File: src/common/ecc_pkg.sv
package ecc_pkg;

    localparam int WORD_W = 32;                 // field element width
    localparam int KEY_W  = 8;                  // scalar width

    typedef logic [WORD_W-1:0] word_t;

    // field operation codes
    typedef enum logic [1:0] {
        GF_ADD = 2'b00,
        GF_SUB = 2'b01,
        GF_MUL = 2'b10,
        GF_DIV = 2'b11
    } gf_op_t;

endpackage

File: src/gf_arith/gf_mod_mul.sv
module gf_mod_mul (
    input  logic           i_clk,
    input  logic           i_reset,
    input  logic           i_start,
    input  ecc_pkg::word_t i_a,
    input  ecc_pkg::word_t i_b,
    input  ecc_pkg::word_t i_prime,
    output ecc_pkg::word_t o_product,
    output logic           o_done
);

    logic                                busy;
    logic [$clog2(ecc_pkg::WORD_W)-1:0]  bit_cnt;
    ecc_pkg::word_t                      acc;
    ecc_pkg::word_t                      b_sr;
    ecc_pkg::word_t                      dbl;
    ecc_pkg::word_t                      dbl_red;
    ecc_pkg::word_t                      sum;
    ecc_pkg::word_t                      acc_nxt;

    assign dbl     = {acc[ecc_pkg::WORD_W-2:0], 1'b0};     // acc < p < 2^31
    assign dbl_red = (dbl >= i_prime) ? dbl - i_prime : dbl;
    assign sum     = dbl_red + i_a;

    always_comb
    begin
        if (b_sr[ecc_pkg::WORD_W-1])
            acc_nxt = (sum >= i_prime) ? sum - i_prime : sum;
        else
            acc_nxt = dbl_red;
    end

    always_ff @(posedge i_clk or posedge i_reset)
    begin
        if (i_reset)
        begin
            busy    <= 1'b0;
            bit_cnt <= '0;
            o_done  <= 1'b0;
        end
        else
        begin
            o_done <= 1'b0;
            if (i_start)
            begin
                busy    <= 1'b1;
                bit_cnt <= '0;
            end
            else if (busy)
            begin
                bit_cnt <= bit_cnt + 1'b1;
                if (&bit_cnt)                       // last multiplier bit
                begin
                    busy   <= 1'b0;
                    o_done <= 1'b1;
                end
            end
        end
    end

    // double and add from the msb down
    always_ff @(posedge i_clk)
    begin
        if (i_start)
        begin
            acc  <= '0;
            b_sr <= i_b;
        end
        else if (busy)
        begin
            acc  <= acc_nxt;
            b_sr <= {b_sr[ecc_pkg::WORD_W-2:0], 1'b0};
        end
    end

    assign o_product = acc;

endmodule

File: src/gf_arith/gf_arith_unit.sv
module gf_arith_unit (
    input  logic            i_clk,
    input  logic            i_reset,
    input  logic            i_start,
    input  ecc_pkg::gf_op_t i_op,
    input  ecc_pkg::word_t  i_opa,
    input  ecc_pkg::word_t  i_opb,
    input  ecc_pkg::word_t  i_prime,
    output ecc_pkg::word_t  o_result,
    output logic            o_done
);

    typedef enum logic [2:0] {S_IDLE, S_MUL, S_DNEXT, S_DMUL, S_DSQR} state_t;

    state_t         state;
    logic           quick_done;
    logic           mul_start;
    logic           mul_done;
    ecc_pkg::word_t mul_a;
    ecc_pkg::word_t mul_b;
    ecc_pkg::word_t product;
    ecc_pkg::word_t sum_raw;
    ecc_pkg::word_t diff_raw;
    ecc_pkg::word_t quick_res;
    ecc_pkg::word_t pow_acc;
    ecc_pkg::word_t pow_base;
    ecc_pkg::word_t exp_sr;

    assign sum_raw  = i_opa + i_opb;
    assign diff_raw = i_opa - i_opb;

    gf_mod_mul gf_mod_mul_i (
        .i_clk     (i_clk),
        .i_reset   (i_reset),
        .i_start   (mul_start),
        .i_a       (mul_a),
        .i_b       (mul_b),
        .i_prime   (i_prime),
        .o_product (product),
        .o_done    (mul_done)
    );

    always_ff @(posedge i_clk or posedge i_reset)
    begin
        if (i_reset)
        begin
            state      <= S_IDLE;
            quick_done <= 1'b0;
            mul_start  <= 1'b0;
        end
        else
        begin
            quick_done <= 1'b0;
            mul_start  <= 1'b0;
            case (state)
                S_IDLE:
                    if (i_start)
                    begin
                        case (i_op)
                            ecc_pkg::GF_MUL:
                            begin
                                mul_start <= 1'b1;
                                state     <= S_MUL;
                            end
                            ecc_pkg::GF_DIV: state <= S_DNEXT;
                            default:         quick_done <= 1'b1;
                        endcase
                    end
                S_MUL:
                    if (mul_done)
                        state <= S_IDLE;
                S_DNEXT:
                begin
                    mul_start <= 1'b1;
                    if (exp_sr == '0)
                        state <= S_MUL;             // final a * b^(p-2)
                    else if (exp_sr[0])
                        state <= S_DMUL;
                    else
                        state <= S_DSQR;
                end
                default:
                    if (mul_done)
                        state <= S_DNEXT;
            endcase
        end
    end

    // exponent scanned lsb first
    always_ff @(posedge i_clk)
    begin
        case (state)
            S_IDLE:
                if (i_start)
                begin
                    if (i_op == ecc_pkg::GF_SUB)
                        quick_res <= (i_opa >= i_opb) ? diff_raw : diff_raw + i_prime;
                    else
                        quick_res <= (sum_raw >= i_prime) ? sum_raw - i_prime : sum_raw;
                    mul_a    <= i_opa;
                    mul_b    <= i_opb;
                    pow_acc  <= ecc_pkg::word_t'(1);
                    pow_base <= i_opb;
                    exp_sr   <= i_prime - ecc_pkg::word_t'(2);    // fermat
                end
            S_DNEXT:
            begin
                if (exp_sr == '0)
                begin
                    mul_a <= pow_acc;
                    mul_b <= i_opa;
                end
                else if (exp_sr[0])
                begin
                    mul_a <= pow_acc;
                    mul_b <= pow_base;
                end
                else
                begin
                    mul_a <= pow_base;
                    mul_b <= pow_base;
                end
            end
            S_DMUL:
                if (mul_done)
                begin
                    pow_acc   <= product;
                    exp_sr[0] <= 1'b0;
                end
            S_DSQR:
                if (mul_done)
                begin
                    pow_base <= product;
                    exp_sr   <= exp_sr >> 1;
                end
            default: ;
        endcase
    end

    assign o_done   = quick_done | ((state == S_MUL) && mul_done);
    assign o_result = (state == S_MUL) ? product : quick_res;

endmodule

File: src/point_seq/point_sequencer.sv
module point_sequencer (
    input  logic            i_clk,
    input  logic            i_reset,
    input  logic            i_load,
    input  logic            i_double,
    input  logic            i_add,
    input  ecc_pkg::word_t  i_px,
    input  ecc_pkg::word_t  i_py,
    input  ecc_pkg::word_t  i_a,
    input  ecc_pkg::word_t  i_prime,
    input  logic            i_op_done,
    input  ecc_pkg::word_t  i_result,
    output logic            o_op_start,
    output ecc_pkg::gf_op_t o_op,
    output ecc_pkg::word_t  o_opa,
    output ecc_pkg::word_t  o_opb,
    output ecc_pkg::word_t  o_prime,
    output logic            o_step_done,
    output ecc_pkg::word_t  o_qx,
    output ecc_pkg::word_t  o_qy
);

    typedef enum logic [2:0] {R_QX, R_QY, R_PX, R_PY, R_A, R_T0, R_T1} reg_sel_t;

    typedef struct packed {
        ecc_pkg::gf_op_t op;
        reg_sel_t        src_a;
        reg_sel_t        src_b;
        reg_sel_t        dst;
        logic            last;
    } uop_t;

    logic           running;
    logic           is_add;
    logic [3:0]     step;
    uop_t           uop;
    ecc_pkg::word_t px;
    ecc_pkg::word_t py;
    ecc_pkg::word_t qx;
    ecc_pkg::word_t qy;
    ecc_pkg::word_t a_reg;
    ecc_pkg::word_t prime;
    ecc_pkg::word_t t0;
    ecc_pkg::word_t t1;

    function automatic ecc_pkg::word_t pick(reg_sel_t sel);
        ecc_pkg::word_t val;
        case (sel)
            R_QX:    val = qx;
            R_QY:    val = qy;
            R_PX:    val = px;
            R_PY:    val = py;
            R_A:     val = a_reg;
            R_T0:    val = t0;
            default: val = t1;
        endcase
        return val;
    endfunction

    always_comb
    begin
        uop = '{ecc_pkg::GF_ADD, R_T0, R_T0, R_T0, 1'b0};
        if (!is_add)
        begin
            case (step)
                4'd0:  uop = '{ecc_pkg::GF_MUL, R_QX, R_QX, R_T0, 1'b0};   // x^2
                4'd1:  uop = '{ecc_pkg::GF_ADD, R_T0, R_T0, R_T1, 1'b0};
                4'd2:  uop = '{ecc_pkg::GF_ADD, R_T0, R_T1, R_T0, 1'b0};   // 3x^2
                4'd3:  uop = '{ecc_pkg::GF_ADD, R_T0, R_A,  R_T0, 1'b0};
                4'd4:  uop = '{ecc_pkg::GF_ADD, R_QY, R_QY, R_T1, 1'b0};   // 2y
                4'd5:  uop = '{ecc_pkg::GF_DIV, R_T0, R_T1, R_T0, 1'b0};   // lambda
                4'd6:  uop = '{ecc_pkg::GF_MUL, R_T0, R_T0, R_T1, 1'b0};
                4'd7:  uop = '{ecc_pkg::GF_SUB, R_T1, R_QX, R_T1, 1'b0};
                4'd8:  uop = '{ecc_pkg::GF_SUB, R_T1, R_QX, R_T1, 1'b0};   // x3
                4'd9:  uop = '{ecc_pkg::GF_SUB, R_QX, R_T1, R_QX, 1'b0};
                4'd10: uop = '{ecc_pkg::GF_MUL, R_T0, R_QX, R_T0, 1'b0};
                4'd11: uop = '{ecc_pkg::GF_SUB, R_T0, R_QY, R_QY, 1'b1};   // y3
                default: ;
            endcase
        end
        else
        begin
            case (step)
                4'd0:  uop = '{ecc_pkg::GF_SUB, R_PY, R_QY, R_T0, 1'b0};
                4'd1:  uop = '{ecc_pkg::GF_SUB, R_PX, R_QX, R_T1, 1'b0};
                4'd2:  uop = '{ecc_pkg::GF_DIV, R_T0, R_T1, R_T0, 1'b0};   // lambda
                4'd3:  uop = '{ecc_pkg::GF_MUL, R_T0, R_T0, R_T1, 1'b0};
                4'd4:  uop = '{ecc_pkg::GF_SUB, R_T1, R_QX, R_T1, 1'b0};
                4'd5:  uop = '{ecc_pkg::GF_SUB, R_T1, R_PX, R_T1, 1'b0};   // x3
                4'd6:  uop = '{ecc_pkg::GF_SUB, R_QX, R_T1, R_QX, 1'b0};
                4'd7:  uop = '{ecc_pkg::GF_MUL, R_T0, R_QX, R_T0, 1'b0};
                4'd8:  uop = '{ecc_pkg::GF_SUB, R_T0, R_QY, R_QY, 1'b1};   // y3
                default: ;
            endcase
        end
    end

    always_comb
    begin
        o_opa = pick(uop.src_a);
        o_opb = pick(uop.src_b);
    end

    always_ff @(posedge i_clk or posedge i_reset)
    begin
        if (i_reset)
        begin
            running     <= 1'b0;
            is_add      <= 1'b0;
            step        <= '0;
            o_op_start  <= 1'b0;
            o_step_done <= 1'b0;
        end
        else
        begin
            o_op_start  <= 1'b0;
            o_step_done <= 1'b0;
            if (!running)
            begin
                if (i_double || i_add)
                begin
                    running    <= 1'b1;
                    is_add     <= i_add;
                    step       <= '0;
                    o_op_start <= 1'b1;
                end
            end
            else if (i_op_done)
            begin
                if (uop.last)
                begin
                    running     <= 1'b0;
                    o_step_done <= 1'b1;
                end
                else
                begin
                    step       <= step + 1'b1;
                    o_op_start <= 1'b1;
                end
            end
        end
    end

    always_ff @(posedge i_clk)
    begin
        if (i_load)
        begin
            px    <= i_px;
            py    <= i_py;
            qx    <= i_px;                      // Q starts at P
            qy    <= i_py;
            a_reg <= i_a;
            prime <= i_prime;
        end
        else if (running && i_op_done)
        begin
            case (uop.dst)
                R_QX:    qx <= i_result;
                R_QY:    qy <= i_result;
                R_T0:    t0 <= i_result;
                default: t1 <= i_result;
            endcase
            if (uop.last)
                qx <= t1;                       // x3 waits in t1
        end
    end

    assign o_op    = uop.op;
    assign o_prime = prime;
    assign o_qx    = qx;
    assign o_qy    = qy;

endmodule

File: src/hdl/scalar_ctrl.sv
module scalar_ctrl (
    input  logic                      i_clk,
    input  logic                      i_reset,
    input  logic                      i_start,
    input  logic [ecc_pkg::KEY_W-1:0] i_key,
    input  logic                      i_step_done,
    output logic                      o_load,
    output logic                      o_double,
    output logic                      o_add,
    output logic                      o_busy,
    output logic                      o_done
);

    typedef enum logic [1:0] {S_IDLE, S_DBL, S_ADD} state_t;
    typedef logic [$clog2(ecc_pkg::KEY_W)-1:0] cnt_t;

    state_t                    state;
    logic [ecc_pkg::KEY_W-1:0] key_sr;
    cnt_t                      bits_left;
    logic                      take_add;
    logic                      advance;

    assign o_load   = i_start && (state == S_IDLE);
    assign o_busy   = (state != S_IDLE);
    assign take_add = i_step_done && (state == S_DBL) && key_sr[ecc_pkg::KEY_W-1];
    assign advance  = i_step_done && (state != S_IDLE) && !take_add;

    always_ff @(posedge i_clk or posedge i_reset)
    begin
        if (i_reset)
        begin
            state     <= S_IDLE;
            key_sr    <= '0;
            bits_left <= '0;
            o_double  <= 1'b0;
            o_add     <= 1'b0;
            o_done    <= 1'b0;
        end
        else
        begin
            o_double <= 1'b0;
            o_add    <= 1'b0;
            o_done   <= 1'b0;
            if (o_load)
            begin
                key_sr    <= i_key << 1;        // top bit consumed by Q = P
                bits_left <= cnt_t'(ecc_pkg::KEY_W - 1);
                o_double  <= 1'b1;
                state     <= S_DBL;
            end
            else if (take_add)
            begin
                o_add <= 1'b1;
                state <= S_ADD;
            end
            else if (advance)
            begin
                key_sr    <= key_sr << 1;
                bits_left <= bits_left - 1'b1;
                if (bits_left == 1)
                begin
                    o_done <= 1'b1;
                    state  <= S_IDLE;
                end
                else
                begin
                    o_double <= 1'b1;
                    state    <= S_DBL;
                end
            end
        end
    end

endmodule

File: src/hdl/ecc_scalar_top.sv
module ecc_scalar_top (
    input  logic                      i_clk,
    input  logic                      i_reset,
    input  logic                      i_start,
    input  logic [ecc_pkg::KEY_W-1:0] i_key,
    input  ecc_pkg::word_t            i_px,
    input  ecc_pkg::word_t            i_py,
    input  ecc_pkg::word_t            i_a,
    input  ecc_pkg::word_t            i_prime,
    output ecc_pkg::word_t            o_qx,
    output ecc_pkg::word_t            o_qy,
    output logic                      o_busy,
    output logic                      o_done
);

    logic            load;
    logic            dbl;
    logic            add;
    logic            step_done;
    logic            op_start;
    logic            op_done;
    ecc_pkg::gf_op_t op;
    ecc_pkg::word_t  opa;
    ecc_pkg::word_t  opb;
    ecc_pkg::word_t  prime;
    ecc_pkg::word_t  result;

    scalar_ctrl scalar_ctrl_i (
        .i_clk       (i_clk),
        .i_reset     (i_reset),
        .i_start     (i_start),
        .i_key       (i_key),
        .i_step_done (step_done),
        .o_load      (load),
        .o_double    (dbl),
        .o_add       (add),
        .o_busy      (o_busy),
        .o_done      (o_done)
    );

    point_sequencer point_sequencer_i (
        .i_clk       (i_clk),
        .i_reset     (i_reset),
        .i_load      (load),
        .i_double    (dbl),
        .i_add       (add),
        .i_px        (i_px),
        .i_py        (i_py),
        .i_a         (i_a),
        .i_prime     (i_prime),
        .i_op_done   (op_done),
        .i_result    (result),
        .o_op_start  (op_start),
        .o_op        (op),
        .o_opa       (opa),
        .o_opb       (opb),
        .o_prime     (prime),
        .o_step_done (step_done),
        .o_qx        (o_qx),
        .o_qy        (o_qy)
    );

    gf_arith_unit gf_arith_unit_i (
        .i_clk    (i_clk),
        .i_reset  (i_reset),
        .i_start  (op_start),
        .i_op     (op),
        .i_opa    (opa),
        .i_opb    (opb),
        .i_prime  (prime),
        .o_result (result),
        .o_done   (op_done)
    );

endmodule

File: config.mk
export PLATFORM = sky130hd
export DESIGN_NAME = ecc_scalar_top
export DESIGN_NICKNAME = d
export VERILOG_FILES = /design/src/common/ecc_pkg.sv /design/src/gf_arith/gf_mod_mul.sv /design/src/gf_arith/gf_arith_unit.sv /design/src/point_seq/point_sequencer.sv /design/src/hdl/scalar_ctrl.sv /design/src/hdl/ecc_scalar_top.sv
export SDC_FILE = /design/constraint.sdc
export NUM_CORES = 2
export LEC_CHECK = 0
export BUFFER_PORTS_ARGS = -buffer_cell sky130_fd_sc_hd__buf_2
export CAP_MARGIN = 20
export CORE_ASPECT_RATIO = 0.5
export CORE_MARGIN = 2
export CORE_UTILIZATION = 65
export DETAILED_ROUTE_END_ITERATION = 7
export PLACE_DENSITY = 0.84
export SLEW_MARGIN = 20
export SYNTH_ARGS = -nofsm -noshare
export SYNTH_HDL_FRONTEND = slang
export SYNTH_SLANG_ARGS = --single-unit
File: constraint.sdc
create_clock -name i_clk -period 13.06 [get_ports i_clk]
set_input_delay 1.306 -clock i_clk [delete_from_list [all_inputs] [get_ports i_clk]]
set_output_delay 1.306 -clock i_clk [all_outputs]
set_load 0.02 [all_outputs]
==> impl_metrics.env <==
export IMPL_syn_num_nets=4564
export IMPL_die_w_um=348.3
export IMPL_synth_seq_area_share_pct=41.34
export IMPL_detail_route_wl_per_cell_um=26.39
export IMPL_hold_viol=0
export IMPL_post_synth_top_count_cell="edfxtp_1"
export IMPL_cts_tree="yes"
export IMPL_ys_flop_type="edfxtp_1"
export IMPL_yosys_area_top_type_share_pct=37.41
export IMPL_worst_pin_slew_ps=1202
export IMPL_finalSetupViolations=0
export IMPL_drt_pass1_iter_count=6
export IMPL_crit_required_ps=13400
export IMPL_crit_path_end_kind="flop"
export IMPL_synth_edf_count=480
export IMPL_start_util_pct=65.44
export IMPL_maxSlewHeadroom_pct=19.11
export IMPL_drtIter0Drc=4988
export IMPL_grt_ovfl_total=0
export IMPL_rsz0062_at_grt="false"
export IMPL_skew_ps=25.41
export IMPL_ys_ff_latch=547
export IMPL_use_met2_pct=60.56
export IMPL_layout_cells_non_filler=5108
export IMPL_grt_pass1_vias=32227
export IMPL_synth_common_cells="480 x edfxtp_1, 442 x a21oi_1, 405 x nand2_1, 368 x nor2_1, 328 x o21ai_0"
export IMPL_slew_viol_final=0
export IMPL_clock_root_buffer="clkbuf_16"
export IMPL_synthCells=4188
export IMPL_via_per_inst=6.846
export IMPL_ys_warn_count=0
export IMPL_clock_latency_ps=630
export IMPL_reg2reg_slack_ps=2490
export IMPL_gp_congestion=1.040
export IMPL_tns_ps=0
export IMPL_cts_repair_resized=0
export IMPL_crit_family="compound AO/OA/AOI/OAI gates"
export IMPL_gr_usage_met3_pct=13.85
export IMPL_grt_first_pass_wirelength_mm=198.0
export IMPL_period_needed_ps=10570
export IMPL_crit_top_cell="inv_1"
export IMPL_synth_area_mm2=0.03853
export IMPL_core_rowCount=63
export IMPL_outcome="finished clean"
export IMPL_grt_max_degree=87
export IMPL_place_inst=5003
export IMPL_core_mm2=0.05888
export IMPL_via_count=34967
export IMPL_drive_gt1_share_pct=10.70
export IMPL_cts_buffers=51
export IMPL_wl_mm=134.8
export IMPL_cpMaxStageDelayCell="a2111oi_0"
export IMPL_setup_worst_path_start_class="flop"
export IMPL_dp_hpwl_mm=101.0
export IMPL_fill_cells=4409
export IMPL_leakage_nw=17.15
export IMPL_max_freq_ghz=0.09459
export IMPL_cp_arrival_ps=10920
export IMPL_cts_hold_fix_buffers=0
export IMPL_grt_busiest_layer="met1"
export IMPL_holdCritPathClass="flop to flop"
export IMPL_htree_levels=2
export IMPL_ant_nets=0
export IMPL_finalNetCount=4652
export IMPL_track_usage_pct=42.87
export IMPL_clkTransAtPathRegs_ps=70
export IMPL_synth_area_leaders="edfxtp_1 37%, ha_1 7.5%, a21oi_1 5.7%"
export IMPL_min_period_over_period_pct=80.95
export IMPL_die_area_mm2=0.06136
export IMPL_clock_sinks=547
export IMPL_maxCapViolations=0
export IMPL_drc=0
export IMPL_use_met1_pct=61.76
export IMPL_synth_avg_cell_area_um2=9.201
export IMPL_postSynth_asyncResetShare_pct=6.399
export IMPL_cp_buffers_inverters=7
export IMPL_yosysUniqueCellTypes=83
export IMPL_io_pins=205
export IMPL_cts_setup_buffers=0
export IMPL_yosysTopAreaCell="edfxtp_1"
export IMPL_clock_path_buffers=3
export IMPL_port_buffer_count=203
export IMPL_final_util_pct=71.47
export IMPL_cpPeakStageDelay_ps=920
export IMPL_die_h_um=176.2
export IMPL_p_per_area_mw_per_mm2=83.99
export IMPL_antenna_found_initial=14
export IMPL_syn_to_final_growth_pct=9.222
export IMPL_peakVddDrop_v=0.0001154
export IMPL_crit_type="flop to flop"
export IMPL_crit_fanout=59
-- power breakdown --
part / switching [mW] / internal, mW / total [mW] / leakage (nW)
registers: 0 / 1.88 / 1.88 / 4.86
clock network: 0.730 / 0.898 / 1.63 / 0.854
logic: 0.0124 / 0.0146 / 0.0271 / 11.4
total: 0.742 / 2.79 / 3.53 / 17.2
-- placed cells by master, fill, tap and decap left out, drive strengths merged, types with 29 or more instances in the layout --
cell type / instances
inv: 235
dfxtp: 32
o21ai: 332
a31oi: 49
dfrtp: 35
nor3: 56
nor2b: 41
mux2i: 188
and3: 57
clkbuf: 60
xnor2: 158
xor2: 61
a211oi: 85
a21oi: 442
edfxtp: 480
nor2: 368
o211ai: 37
nand2: 406
a22oi: 29
nand3: 63
buf: 259
and2: 51
nand2b: 34
a21o: 89
mux2: 58
ha: 230
-- worst register-to-register path, delay by kind of cell, from the launching register on --
kind,cells,cell delay (ps)
compound gates,14,4700
buf+inv,7,2090
mux,1,370
fa+ha+maj,3,1400
flops,1,440
simple gates,6,1320
-- final cells by class --
| cell class | instances | area [um2] | area share [%] |
|---|---|---|---|
| antenna | 10 | 25.02 | 0.05946 |
| clock buffer | 60 | 1340 | 3.184 |
| clock inverter | 35 | 420.4 | 0.9989 |
| inverter | 234 | 883.3 | 2.099 |
| multi-input combinational | 3183 | 21070 | 50.07 |
| sequential | 547 | 15930 | 37.86 |
| tap | 780 | 975.9 | 2.319 |
| timing repair buffer | 259 | 1436 | 3.413 |
-- per-layer routing --
layer  wire length, um  up-vias  share of wire, %
met1             55350    16753                41
met3             19750      295                15
met5                26        -             0.019
li1                  -    15540                 -
met2             54490     2375                40
met4              5189        4               3.8
-- logic make-up after synthesis --
| family | synth area share [%] |
|---|---|
| DFF | 41.34 |
| adders and majority gates | 7.832 |
| and+or+nand+nor | 14.19 |
| AOI/OAI and AO/OA | 20.56 |
| buffers and inverters | 4.517 |
| muxes | 6.579 |
| xor gates and xnor gates | 4.978 |
-- worst paths after layout --
kind	start	endpoint	cells after the start
setup / recovery	point_sequencer_i.step[0]$_DFFE_PP0P_	gf_arith_unit_i.quick_res[18]$_DFFE_PP_	31
hold / removal	scalar_ctrl_i.o_add$_DFF_PP0_	point_sequencer_i.is_add$_DFFE_PP0P_	1
setup reg to reg	point_sequencer_i.step[0]$_DFFE_PP0P_	gf_arith_unit_i.quick_res[18]$_DFFE_PP_	31
hold reg to reg	scalar_ctrl_i.o_add$_DFF_PP0_	point_sequencer_i.is_add$_DFFE_PP0P_	1
max in group asynchronous	i_reset	gf_arith_unit_i.mul_start$_DFF_PP0_	3
min in group asynchronous	i_reset	gf_arith_unit_i.gf_mod_mul_i.bit_cnt[0]$_DFFE_PP0P_	3
-- through the flow --
| step | instance area, um2 | total power, mW | hold slack [ps] | setup WS, ps |
|---|---|---|---|---|
| after detailed placement | 40280 | 1.944 | 486.6 | 3158 |
| after floorplan | 38530 | 1.920 | 450.0 | 4374 |
| after global routing | 42080 | 3.586 | 523.6 | 2036 |
| after CTS | 42050 | 3.523 | 507.5 | 3111 |
| final | 42090 | 3.535 | 500.1 | 2488 |
| after global placement | 40280 | 1.944 | 484.5 | 3132 |
No activity file was read; power rests on OpenSTA's default activity.
